--- src/source/rvPkg.sv ---
`default_nettype none

package rvPkg;

    // Data path width
    localparam int Xlen = 32;

    typedef logic [Xlen-1:0] wordT;
    typedef logic [4:0]      regAddrT;
    typedef logic [11:0]     csrAddrT;

    // Writeback source select
    typedef enum logic [1:0] {
        WbMem    = 2'd0,
        WbAlu    = 2'd1,
        WbPcLink = 2'd2,
        WbCsr    = 2'd3
    } wbSelT;

    // CSR access type as in csrrw / csrrs / csrrc
    typedef enum logic [1:0] {
        CsrNone  = 2'd0,
        CsrWrite = 2'd1,
        CsrSet   = 2'd2,
        CsrClear = 2'd3
    } csrOpT;

    ////////////////////////////////////////////////////////////////////////////
    // Machine mode CSR addresses
    ////////////////////////////////////////////////////////////////////////////

    localparam csrAddrT CsrMstatus  = 12'h300;
    localparam csrAddrT CsrMtvec    = 12'h305;
    localparam csrAddrT CsrMscratch = 12'h340;
    localparam csrAddrT CsrMepc     = 12'h341;
    localparam csrAddrT CsrMcause   = 12'h342;

    // Counter and ID
    localparam csrAddrT CsrMcycle   = 12'hB00;
    localparam csrAddrT CsrMhartid  = 12'hF14;

endpackage

`default_nettype wire

--- src/source/csrFile.sv ---
`timescale 1ns/1ps
`default_nettype none

module csrFile #(
    parameter rvPkg::wordT HartId = '0
) (
    input  wire                 clk,
    input  wire                 rst,
    input  wire rvPkg::csrOpT   csrOp,
    input  wire rvPkg::csrAddrT csrAddr,
    input  wire rvPkg::wordT    csrOperand,
    output rvPkg::wordT         csrRdata,
    output logic                csrIllegal
);

    rvPkg::wordT mstatus;
    rvPkg::wordT mtvec;
    rvPkg::wordT mscratch;
    rvPkg::wordT mepc;
    rvPkg::wordT mcause;
    rvPkg::wordT mcycle;

    rvPkg::wordT oldVal;
    rvPkg::wordT newVal;

    logic hit;
    logic writable;
    logic doWrite;
    logic cycleWr;

    ////////////////////////////////////////////////////////////////////////////
    // Address decode and read
    ////////////////////////////////////////////////////////////////////////////

    always_comb begin
        hit      = 1'b1;
        writable = 1'b1;
        case (csrAddr)
            rvPkg::CsrMstatus:  oldVal = mstatus;
            rvPkg::CsrMtvec:    oldVal = mtvec;
            rvPkg::CsrMscratch: oldVal = mscratch;
            rvPkg::CsrMepc:     oldVal = mepc;
            rvPkg::CsrMcause:   oldVal = mcause;
            rvPkg::CsrMcycle:   oldVal = mcycle;
            rvPkg::CsrMhartid: begin
                // Read only
                oldVal   = HartId;
                writable = 1'b0;
            end
            default: begin
                oldVal   = '0;
                hit      = 1'b0;
                writable = 1'b0;
            end
        endcase
    end

    // Old value goes back to rd
    assign csrRdata   = oldVal;
    assign csrIllegal = !rst && (csrOp != rvPkg::CsrNone) && !hit;

    ////////////////////////////////////////////////////////////////////////////
    // Read-modify-write
    ////////////////////////////////////////////////////////////////////////////

    always_comb begin
        case (csrOp)
            rvPkg::CsrWrite: newVal = csrOperand;
            rvPkg::CsrSet:   newVal = oldVal | csrOperand;
            rvPkg::CsrClear: newVal = oldVal & ~csrOperand;
            default:         newVal = oldVal;
        endcase
    end

    assign doWrite = (csrOp != rvPkg::CsrNone) && writable;
    assign cycleWr = doWrite && (csrAddr == rvPkg::CsrMcycle);

    always_ff @(posedge clk) begin
        if (rst) begin
            mstatus  <= '0;
            mtvec    <= '0;
            mscratch <= '0;
            mepc     <= '0;
            mcause   <= '0;
        end else if (doWrite) begin
            case (csrAddr)
                rvPkg::CsrMstatus:  mstatus  <= newVal;
                rvPkg::CsrMtvec:    mtvec    <= newVal;
                rvPkg::CsrMscratch: mscratch <= newVal;
                rvPkg::CsrMepc:     mepc     <= newVal;
                rvPkg::CsrMcause:   mcause   <= newVal;
                default: begin
                end
            endcase
        end
    end

    // Free-running cycle counter where a CSR write wins over the increment
    always_ff @(posedge clk) begin
        if (rst) begin
            mcycle <= '0;
        end else if (cycleWr) begin
            mcycle <= newVal;
        end else begin
            mcycle <= mcycle + rvPkg::wordT'(1);
        end
    end

    ////////////////////////////////////////////////////////////////////////////
    // Checks
    ////////////////////////////////////////////////////////////////////////////

    // An illegal access leaves every writable CSR as it was
    aIllegalNoEffect: assert property (
        @(posedge clk) disable iff (rst)
        csrIllegal |=> ($stable(mstatus) && $stable(mtvec) && $stable(mscratch)
                        && $stable(mepc) && $stable(mcause))
    );

    // Counter advances by exactly one when not reloaded
    aCycleStep: assert property (
        @(posedge clk) disable iff (rst)
        !cycleWr |=> (mcycle == $past(mcycle) + rvPkg::wordT'(1))
    );

endmodule

`default_nettype wire

--- src/source/regFile.sv ---
`timescale 1ns/1ps
`default_nettype none

module regFile #(
    parameter int NumRegs = 32
) (
    input  wire                 clk,
    input  wire                 rst,
    input  wire                 regWe,
    input  wire rvPkg::regAddrT rd,
    input  wire rvPkg::regAddrT rs1,
    input  wire rvPkg::regAddrT rs2,
    input  wire rvPkg::wbSelT   wbSel,
    input  wire rvPkg::wordT    pc,
    input  wire rvPkg::wordT    aluOut,
    input  wire rvPkg::wordT    dmemOut,
    input  wire rvPkg::wordT    csrRdata,
    output rvPkg::wordT         rdata1,
    output rvPkg::wordT         rdata2
);

    // Index bits actually needed to address the array
    localparam int IdxW = (NumRegs > 1) ? $clog2(NumRegs) : 1;

    rvPkg::wordT regs [NumRegs];

    rvPkg::wordT pcLink;
    rvPkg::wordT wbData;

    logic wrEn;
    logic rdInRange;
    logic rs1InRange;
    logic rs2InRange;

    ////////////////////////////////////////////////////////////////////////////
    // Writeback source select
    ////////////////////////////////////////////////////////////////////////////

    // Link address for jal / jalr
    assign pcLink = pc + rvPkg::wordT'(4);

    always_comb begin
        case (wbSel)
            rvPkg::WbMem:    wbData = dmemOut;
            rvPkg::WbAlu:    wbData = aluOut;
            rvPkg::WbPcLink: wbData = pcLink;
            rvPkg::WbCsr:    wbData = csrRdata;
            default:         wbData = aluOut;
        endcase
    end

    ////////////////////////////////////////////////////////////////////////////
    // Register array
    ////////////////////////////////////////////////////////////////////////////

    // Upper indexes do not exist on an RV32E build
    assign rdInRange  = (int'(rd) < NumRegs);
    assign rs1InRange = (int'(rs1) < NumRegs);
    assign rs2InRange = (int'(rs2) < NumRegs);

    // x0 is never a destination
    assign wrEn = regWe && (rd != '0) && rdInRange;

    always_ff @(posedge clk) begin
        if (rst) begin
            for (int i = 0; i < NumRegs; i++) begin
                regs[i] <= '0;
            end
        end else if (wrEn) begin
            regs[rd[IdxW-1:0]] <= wbData;
        end
    end

    ////////////////////////////////////////////////////////////////////////////
    // Read ports with same-cycle forwarding
    ////////////////////////////////////////////////////////////////////////////

    always_comb begin
        if (!rs1InRange || (rs1 == '0)) begin
            rdata1 = '0;
        end else if (wrEn && (rs1 == rd)) begin
            rdata1 = wbData;
        end else begin
            rdata1 = regs[rs1[IdxW-1:0]];
        end
    end

    always_comb begin
        if (!rs2InRange || (rs2 == '0)) begin
            rdata2 = '0;
        end else if (wrEn && (rs2 == rd)) begin
            rdata2 = wbData;
        end else begin
            rdata2 = regs[rs2[IdxW-1:0]];
        end
    end

    // Decode never retires a write past the last implemented register
    aWriteInRange: assert property (
        @(posedge clk) disable iff (rst)
        regWe |-> rdInRange
    );

endmodule

`default_nettype wire

--- src/source/wbRegTop.sv ---
`timescale 1ns/1ps
`default_nettype none

module wbRegTop #(
    parameter int          NumRegs = 32,
    parameter rvPkg::wordT HartId  = '0
) (
    input  wire                 clk,
    input  wire                 rst,

    // Retiring instruction
    input  wire                 regWe,
    input  wire rvPkg::regAddrT rd,
    input  wire rvPkg::regAddrT rs1,
    input  wire rvPkg::regAddrT rs2,
    input  wire rvPkg::wbSelT   wbSel,
    input  wire rvPkg::wordT    pc,
    input  wire rvPkg::wordT    aluOut,
    input  wire rvPkg::wordT    dmemOut,

    // CSR access
    input  wire rvPkg::csrOpT   csrOp,
    input  wire rvPkg::csrAddrT csrAddr,
    input  wire rvPkg::wordT    csrOperand,

    output rvPkg::wordT         rdata1,
    output rvPkg::wordT         rdata2,
    output logic                csrIllegal
);

    // Old CSR value for the WbCsr writeback source
    rvPkg::wordT csrRdata;

    ////////////////////////////////////////////////////////////////////////////
    // Integer register file
    ////////////////////////////////////////////////////////////////////////////

    regFile #(
        .NumRegs (NumRegs)
    ) uRegFile (
        .clk      (clk),
        .rst      (rst),
        .regWe    (regWe),
        .rd       (rd),
        .rs1      (rs1),
        .rs2      (rs2),
        .wbSel    (wbSel),
        .pc       (pc),
        .aluOut   (aluOut),
        .dmemOut  (dmemOut),
        .csrRdata (csrRdata),
        .rdata1   (rdata1),
        .rdata2   (rdata2)
    );

    ////////////////////////////////////////////////////////////////////////////
    // Machine CSRs
    ////////////////////////////////////////////////////////////////////////////

    csrFile #(
        .HartId (HartId)
    ) uCsrFile (
        .clk        (clk),
        .rst        (rst),
        .csrOp      (csrOp),
        .csrAddr    (csrAddr),
        .csrOperand (csrOperand),
        .csrRdata   (csrRdata),
        .csrIllegal (csrIllegal)
    );

endmodule

`default_nettype wire

--- config.mk ---
export PLATFORM = sky130hd
export DESIGN_NAME = wbRegTop
export DESIGN_NICKNAME = d
export VERILOG_FILES = /design/src/source/rvPkg.sv /design/src/source/csrFile.sv /design/src/source/regFile.sv /design/src/source/wbRegTop.sv
export SDC_FILE = /design/constraint.sdc
export NUM_CORES = 2
export LEC_CHECK = 0
export ABC_AREA = 1
export BUFFER_PORTS_ARGS = -buffer_cell sky130_fd_sc_hd__buf_2
export CAP_MARGIN = 15
export CORE_MARGIN = 10
export CORE_UTILIZATION = 40
export DETAILED_ROUTE_END_ITERATION = 8
export MAX_ROUTING_LAYER = met4
export PLACE_DENSITY_LB_ADDON = 0.25
export SLEW_MARGIN = 10
export SYNTH_ARGS = -nofsm -noshare
export SYNTH_HDL_FRONTEND = slang
export SYNTH_SLANG_ARGS = --single-unit
--- constraint.sdc ---
create_clock -name clk -period 3.6 [get_ports clk]
set_input_delay 0.18 -clock clk [delete_from_list [all_inputs] [get_ports clk]]
set_output_delay 0.18 -clock clk [all_outputs]
set_load 0.02 [all_outputs]
---- Word-level counts from Yosys, hierarchy flattened ----
Memories as Yosys holds them, arrays and structs flattened.
Index checks and enable logic that the tools add are counted.
Widths: inputs -> output; s select.
operators by class
  add/subtract/negate cells ............... 2
  multipliers ............................. 0
  div/mod/pow operators ................... 0
  order comparisons ....................... 0
  equal/unequal tests ..................... 15
  shift-type cells ........................ 0
  muxes and demuxes ....................... 18
  bitwise logic cells ..................... 3
  reduce and logical (&&, ||, !) cells .... 22
operators with widths
  kind                   number
  $mux 32                6
  $pmux 32 s6            1
  $pmux 32 s4            1
  $pmux 32 s3            1
  $eq 12x10->1 const B   5
  $add 32x1->32 const B  1
  $add 32x3->32 const B  1
  $and 32x32->32         1
  $not 32->32            1
  $or 32x32->32          1
  $reduce_or 32->1       1
  $eq 12x12->1 const B   2
  $eq 5x5->1             2
  $logic_not 5->1        2
  $reduce_and 2->1       5
  $eq 2x2->1 const B     4
  $mux 1                 8
  $logic_and 1x1->1      7
  $reduce_or 7->1        1
  $reduce_or 6->1        1
  $mux 5                 1
  $reduce_bool 5->1      1
  $eq 2x1->1 const B     2
  $logic_not 1->1        2
  2 further kinds        2
word-level totals
  register bits after elaboration ......... 192
  bits in latches ......................... 0
  memory bits (writable) .................. 1024
  bits in read-only memories .............. 0
  input port bits ......................... 162
  output and inout bits ................... 65
  word-level logic and storage cells ...... 67
  memories kept ........................... 1
memory list
  name           depth  width  read ports  clocked after Yosys merged registers in  wr ports  RTL line       text
  uRegFile.regs  32     32     2           0                                        32        regFile.sv:25  rvPkg::wordT regs [NumRegs];

---- Depth between registers and ports, before layout ----
  word-level depth ........................ 7
  mapped depth ............................ 16
  mapped depth without buffers ............ 14

---- Cells and area by module ----
Synthesis repeated with hierarchy kept, for this count alone.
second synthesis, totals
  cells, all modules ...................... 9485
  area total of the unflattened synthesis .. 70124.8 um2
modules (own cells, without submodules)
  module   times used  cells each  area each (um2)  sequential area each (um2)
  regFile  1           7361        58009.4          30749.5
  csrFile  1           2124        12115.4          3843.7

---- Worst setup path before layout ----
No wires, ideal clock.
  path kind ............................... input to register
  start point ............................. input port rd[3]
  end point ............................... memory uRegFile.regs[9][0] (netlist bit) (enable)
  setup time .............................. 478 ps
  arrival ................................. 1980 ps
  data required time ...................... 3122 ps
  setup slack ............................. 1142 ps
  cell stages on the path ................. 10
  buffers on the path ..................... 2
  path through ............................ buf_2 > nor3_2 > nand2_1 > nand2_1 > nor2_1 > nand3_1 > inv_1 > nand2_1 > clkbuf_1 > nand2_1
RTL lines
  element             RTL line        text
  start: declaration  wbRegTop.sv:13  input wire rvPkg::regAddrT rd,
  end: declaration    regFile.sv:25

---- Worst setup path in the final report ----
  start point ............................. input port csrAddr[11]
  end point ............................... output port rdata1[27]
between the ends
  longest elaborated chain between the ends .. 5
  elaborated cells between the ends (all ways) .. 10
  those cells by class .................... eq/ne (6); mux (4)
RTL lines
  element                                              RTL line        text
  start: declaration                                   wbRegTop.sv:23  input wire rvPkg::csrAddrT csrAddr,
  $eq 12x12->1 / $eq 12x10->1 (equally long branches)  csrFile.sv:38   case (csrAddr)
  $pmux 32 s6 (*)                                      csrFile.sv:38
  $pmux 32 s4 (*)                                      regFile.sv:43   case (wbSel)
  $mux 32 (*)                                          regFile.sv:81   end else if (wrEn && (rs1 == rd)) begin
  $mux 32 (*)                                          regFile.sv:79   if (!rs1InRange || (rs1 == '0)) begin
  end: declaration                                     wbRegTop.sv:26  output rvPkg::wordT rdata1,
Mark *: on every way between the ends. The rest lies on a longest branch, timed or not.

==> flow_metrics.py <==
metrics = {
    "run_status": {
        "status": "finished, violations left",
        "violations": "design-rule violations",
    },
    "cts": {
        "htreeDepth": 4,
        "clock-root-buffer": "clkbuf_16",
        "cts_buffers": 141,
        "clock_latency_ps": 820,
        "cts.sinks": 1216,
        "cts_tree": "yes",
        "clockBufferDepth": 3,
        "clk_pin_slew_ps": 70,
    },
    "synthesis": {
        "yosysWarnings": 0,
        "syn_inst": 9243,
        "synth-main-ff-cell": "edfxtp_1",
        "synth.top_cell.area_share": 0.441,
        "syn_area_um2": 69700,
        "yosysMostFrequentCell": "nand2_1",
        "synth_edf_count": 1024,
        "ys_types": 44,
        "synth_area_leaders": "edfxtp_1, nand3_1, nand2_1, nor2_1, dfxtp_1",
        "syn_avg_cell_area_um2": 7.54,
        "synth_commonest_cells": "nand2_1, nand3_1, nor2_1",
        "synthArstFlopShare": 0,
        "synth_area_leader_cell": "edfxtp_1",
        "seq_area_frac_synth": 0.496,
        "ys_ff_latch": 1216,
    },
    "critical_path": {
        "cp_common_cell": "nand2_1",
        "crit_chain": "buf_2 > nor2_2 > nand2_4 > nor2_4 > buf_4 > nand3_1 > nand2_1 > nor2_1 > nand2_1 > nand2_1 > nand3_1 > nand2_1 > a21oi_1 > buf_4 > buf_2",
        "crit_fanout": 34,
        "crit_path_top_delay_cell": "a21oi_1",
        "critPathArrivalTime_ps": 3100,
        "setup.worst_path.start_class": "input port",
        "cpPeakStageDelay_ps": 460,
        "path_class": "input port to output pin",
        "critPathRequiredTime_ps": 3420,
        "r2r_slack_ps": 1210,
        "critPathCaptureType": "output pin",
    },
    "sta": {
        "hold_viol": 0,
        "setup_tns_ps": 0,
        "post-route-period-util": 0.912,
        "finalClockSkew_ps": 39.5,
        "slew_headroom": 0.258,
        "period_minus_slack_ps": 3280,
        "timing.fmax_mhz": 305,
        "setup_viol": 0,
        "rsz0062_at_grt": "no",
        "finalMaxSlewViolations": 0,
        "worst_pin_slew_ps": 1110,
        "fin_hold_ws_ps": 76.3,
    },
    "power_and_ir_drop": {
        "power.density_nw_per_um2": 454,
        "power.internal_w": 0.0251,
        "cellLeakagePower_nw": 31.6,
        "ir_drop_mv": 0.488,
        "switchingPower_w": 0.0104,
        "pwr-share-clk": 0.393,
        "power_frac_comb": 0.149,
        "p_seq_frac": 0.457,
        "switching_share": 0.294,
    },
    "die": {
        "die_h_um": 437,
        "ioPinCount": 227,
        "placementRows": 153,
        "die_w_um": 437,
        "start_util": 0.402,
        "die_area_um2": 191000,
        "core_area_um2": 174000,
    },
    "worst_hold_path": {
        "hold_class": "input port to flip-flop",
    },
    "placement": {
        "gp_congestion": 0.976,
        "portBuffers": 226,
        "hpwl_mm": 192,
    },
    "grt": {
        "met3_usage": 0.0660,
        "use_met1": 0.396,
        "grt-ovfl-total": 0,
        "grtUsageTotal": 0.322,
        "grt_pass1_wl_mm": 450,
        "gr-usage-met2": 0.484,
        "grt_pass1_vias": 66000,
        "antenna_found_initial": 9,
        "grt_max_degree": 172,
        "grt_busiest_layer": "met2",
    },
    "route": {
        "vias_per_cell": 5.98,
        "ant_nets": 0,
        "wirelength_mm": 314,
        "vias": 69800,
        "routedWlPerCell_um": 26.9,
        "drc": 9,
        "drtIter0Drc": 10300,
        "dr.pass1.iters": 9,
    },
    "finish": {
        "area_growth_pct": 12.2,
        "nets": 9383,
        "nFillCells": 17100,
        "layout-drive-gt1-share": 0.0967,
    },
    "job": {
        "cap_violations": 0,
    },
}
final timing paths:
check / depth (start not counted) / start / end
worst min register to register: 2 / uCsrFile.mcause[24]$_SDFFE_PP0P_ / uCsrFile.mcause[24]$_SDFFE_PP0P_
worst min-delay path: 4 / dmemOut[14] / uRegFile.regs[7][14]$_SDFFCE_PN0P_
worst max register to register: 8 / uCsrFile.mcycle[30]$_SDFF_PP0_ / uRegFile.regs[26][30]$_SDFFCE_PN0P_
worst max-delay path: 15 / csrAddr[11] / rdata1[27]
layout by cell type (no fill, tap or decap), types with 36 or more instances in the layout:
master,netlist,routed
a21oi_1,126,126
o21a_1,41,41
o21ai_0,235,235
o21ai_1,38,38
nor3_1,36,36
edfxtp_1,1024,1024
nand2_1,2658,2595
nand2_2,34,97
clkbuf_16,0,144
buf_2,183,217
inv_1,331,322
buf_12,0,58
buf_4,7,250
dfxtp_1,192,192
clkbuf_1,411,38
nand3_1,2182,2180
nor2_1,1405,1403
state kept, by name, summed over array words and instances, names as in the netlist:
name               count
uCsrFile.mtvec        32
uCsrFile.mepc         32
uCsrFile.mcycle       32
uCsrFile.mscratch     32
uRegFile.regs       1024
uCsrFile.mstatus      32
uCsrFile.mcause       32
area by class of cell:
cell class                 instances  area, um2  area share
tap                             2325       2910      0.0372
timing repair buffer             564       4540      0.0580
clock inverter                    71        566     0.00723
multi-input combinational       6952      30500       0.390
clock buffer                     185       3790      0.0484
antenna                            8       20.0    0.000256
sequential                      1216      34600       0.442
inverter                         344       1340      0.0171
critical path: cells and delay by family:
family                 cells  cell delay, ps
buffers and inverters      4             920
AO/OA/AOI/OAI              1             460
AND/OR/NAND/NOR           10            1520
cell families (layout without fill, tap and decap cells):
kind of cell,count (synthesis),after routing,synth area share
buf+inv,1106,1164,0.0710
xor+xnor,33,33,0.00415
fa+ha+maj,2,2,0.000359
simple gates,6399,6399,0.390
compound gates,486,486,0.0382
flops,1216,1216,0.496
other cells,1,40,0.0000538
layer usage:
metal,up-vias,part of all wire
met2,5067,0.44
met4,0,0.073
met5,-,0
li1,30600,-
met1,32900,0.37
met3,1189,0.12
timing repair:
item | CTS | global route
gates resized for setup | 0 | 0
endpoints found under the setup margin | 0 | 0
hold endpoints to repair | 191 | 0
buffers inserted | 0 | 0
hold buffers | 33 | 0
per-stage QoR:
stage               setup slack, ps   util  power, W  area [um2]  std cells
global placement                355  0.423    0.0216       73500      11400
global route                    142  0.451    0.0365       78200      11700
floorplan                      1140      -    0.0195       69800       9274
detailed placement              358  0.423    0.0216       73500      11400
CTS                             353  0.450    0.0354       78200      11700
finish                          317  0.451    0.0355       78200      11700
power groups by stage:
| stage | clock network (W) | logic (W) | registers [W] |
|---|---|---|---|
| floorplan | 0 | 0.00301 | 0.0164 |
| global placement | 0 | 0.00507 | 0.0165 |
| detailed placement | 0 | 0.00511 | 0.0165 |
| CTS | 0.0140 | 0.00515 | 0.0162 |
| global route | 0.0146 | 0.00557 | 0.0163 |
| finish | 0.0140 | 0.00530 | 0.0162 |
No activity file was read; power rests on OpenSTA's default activity.
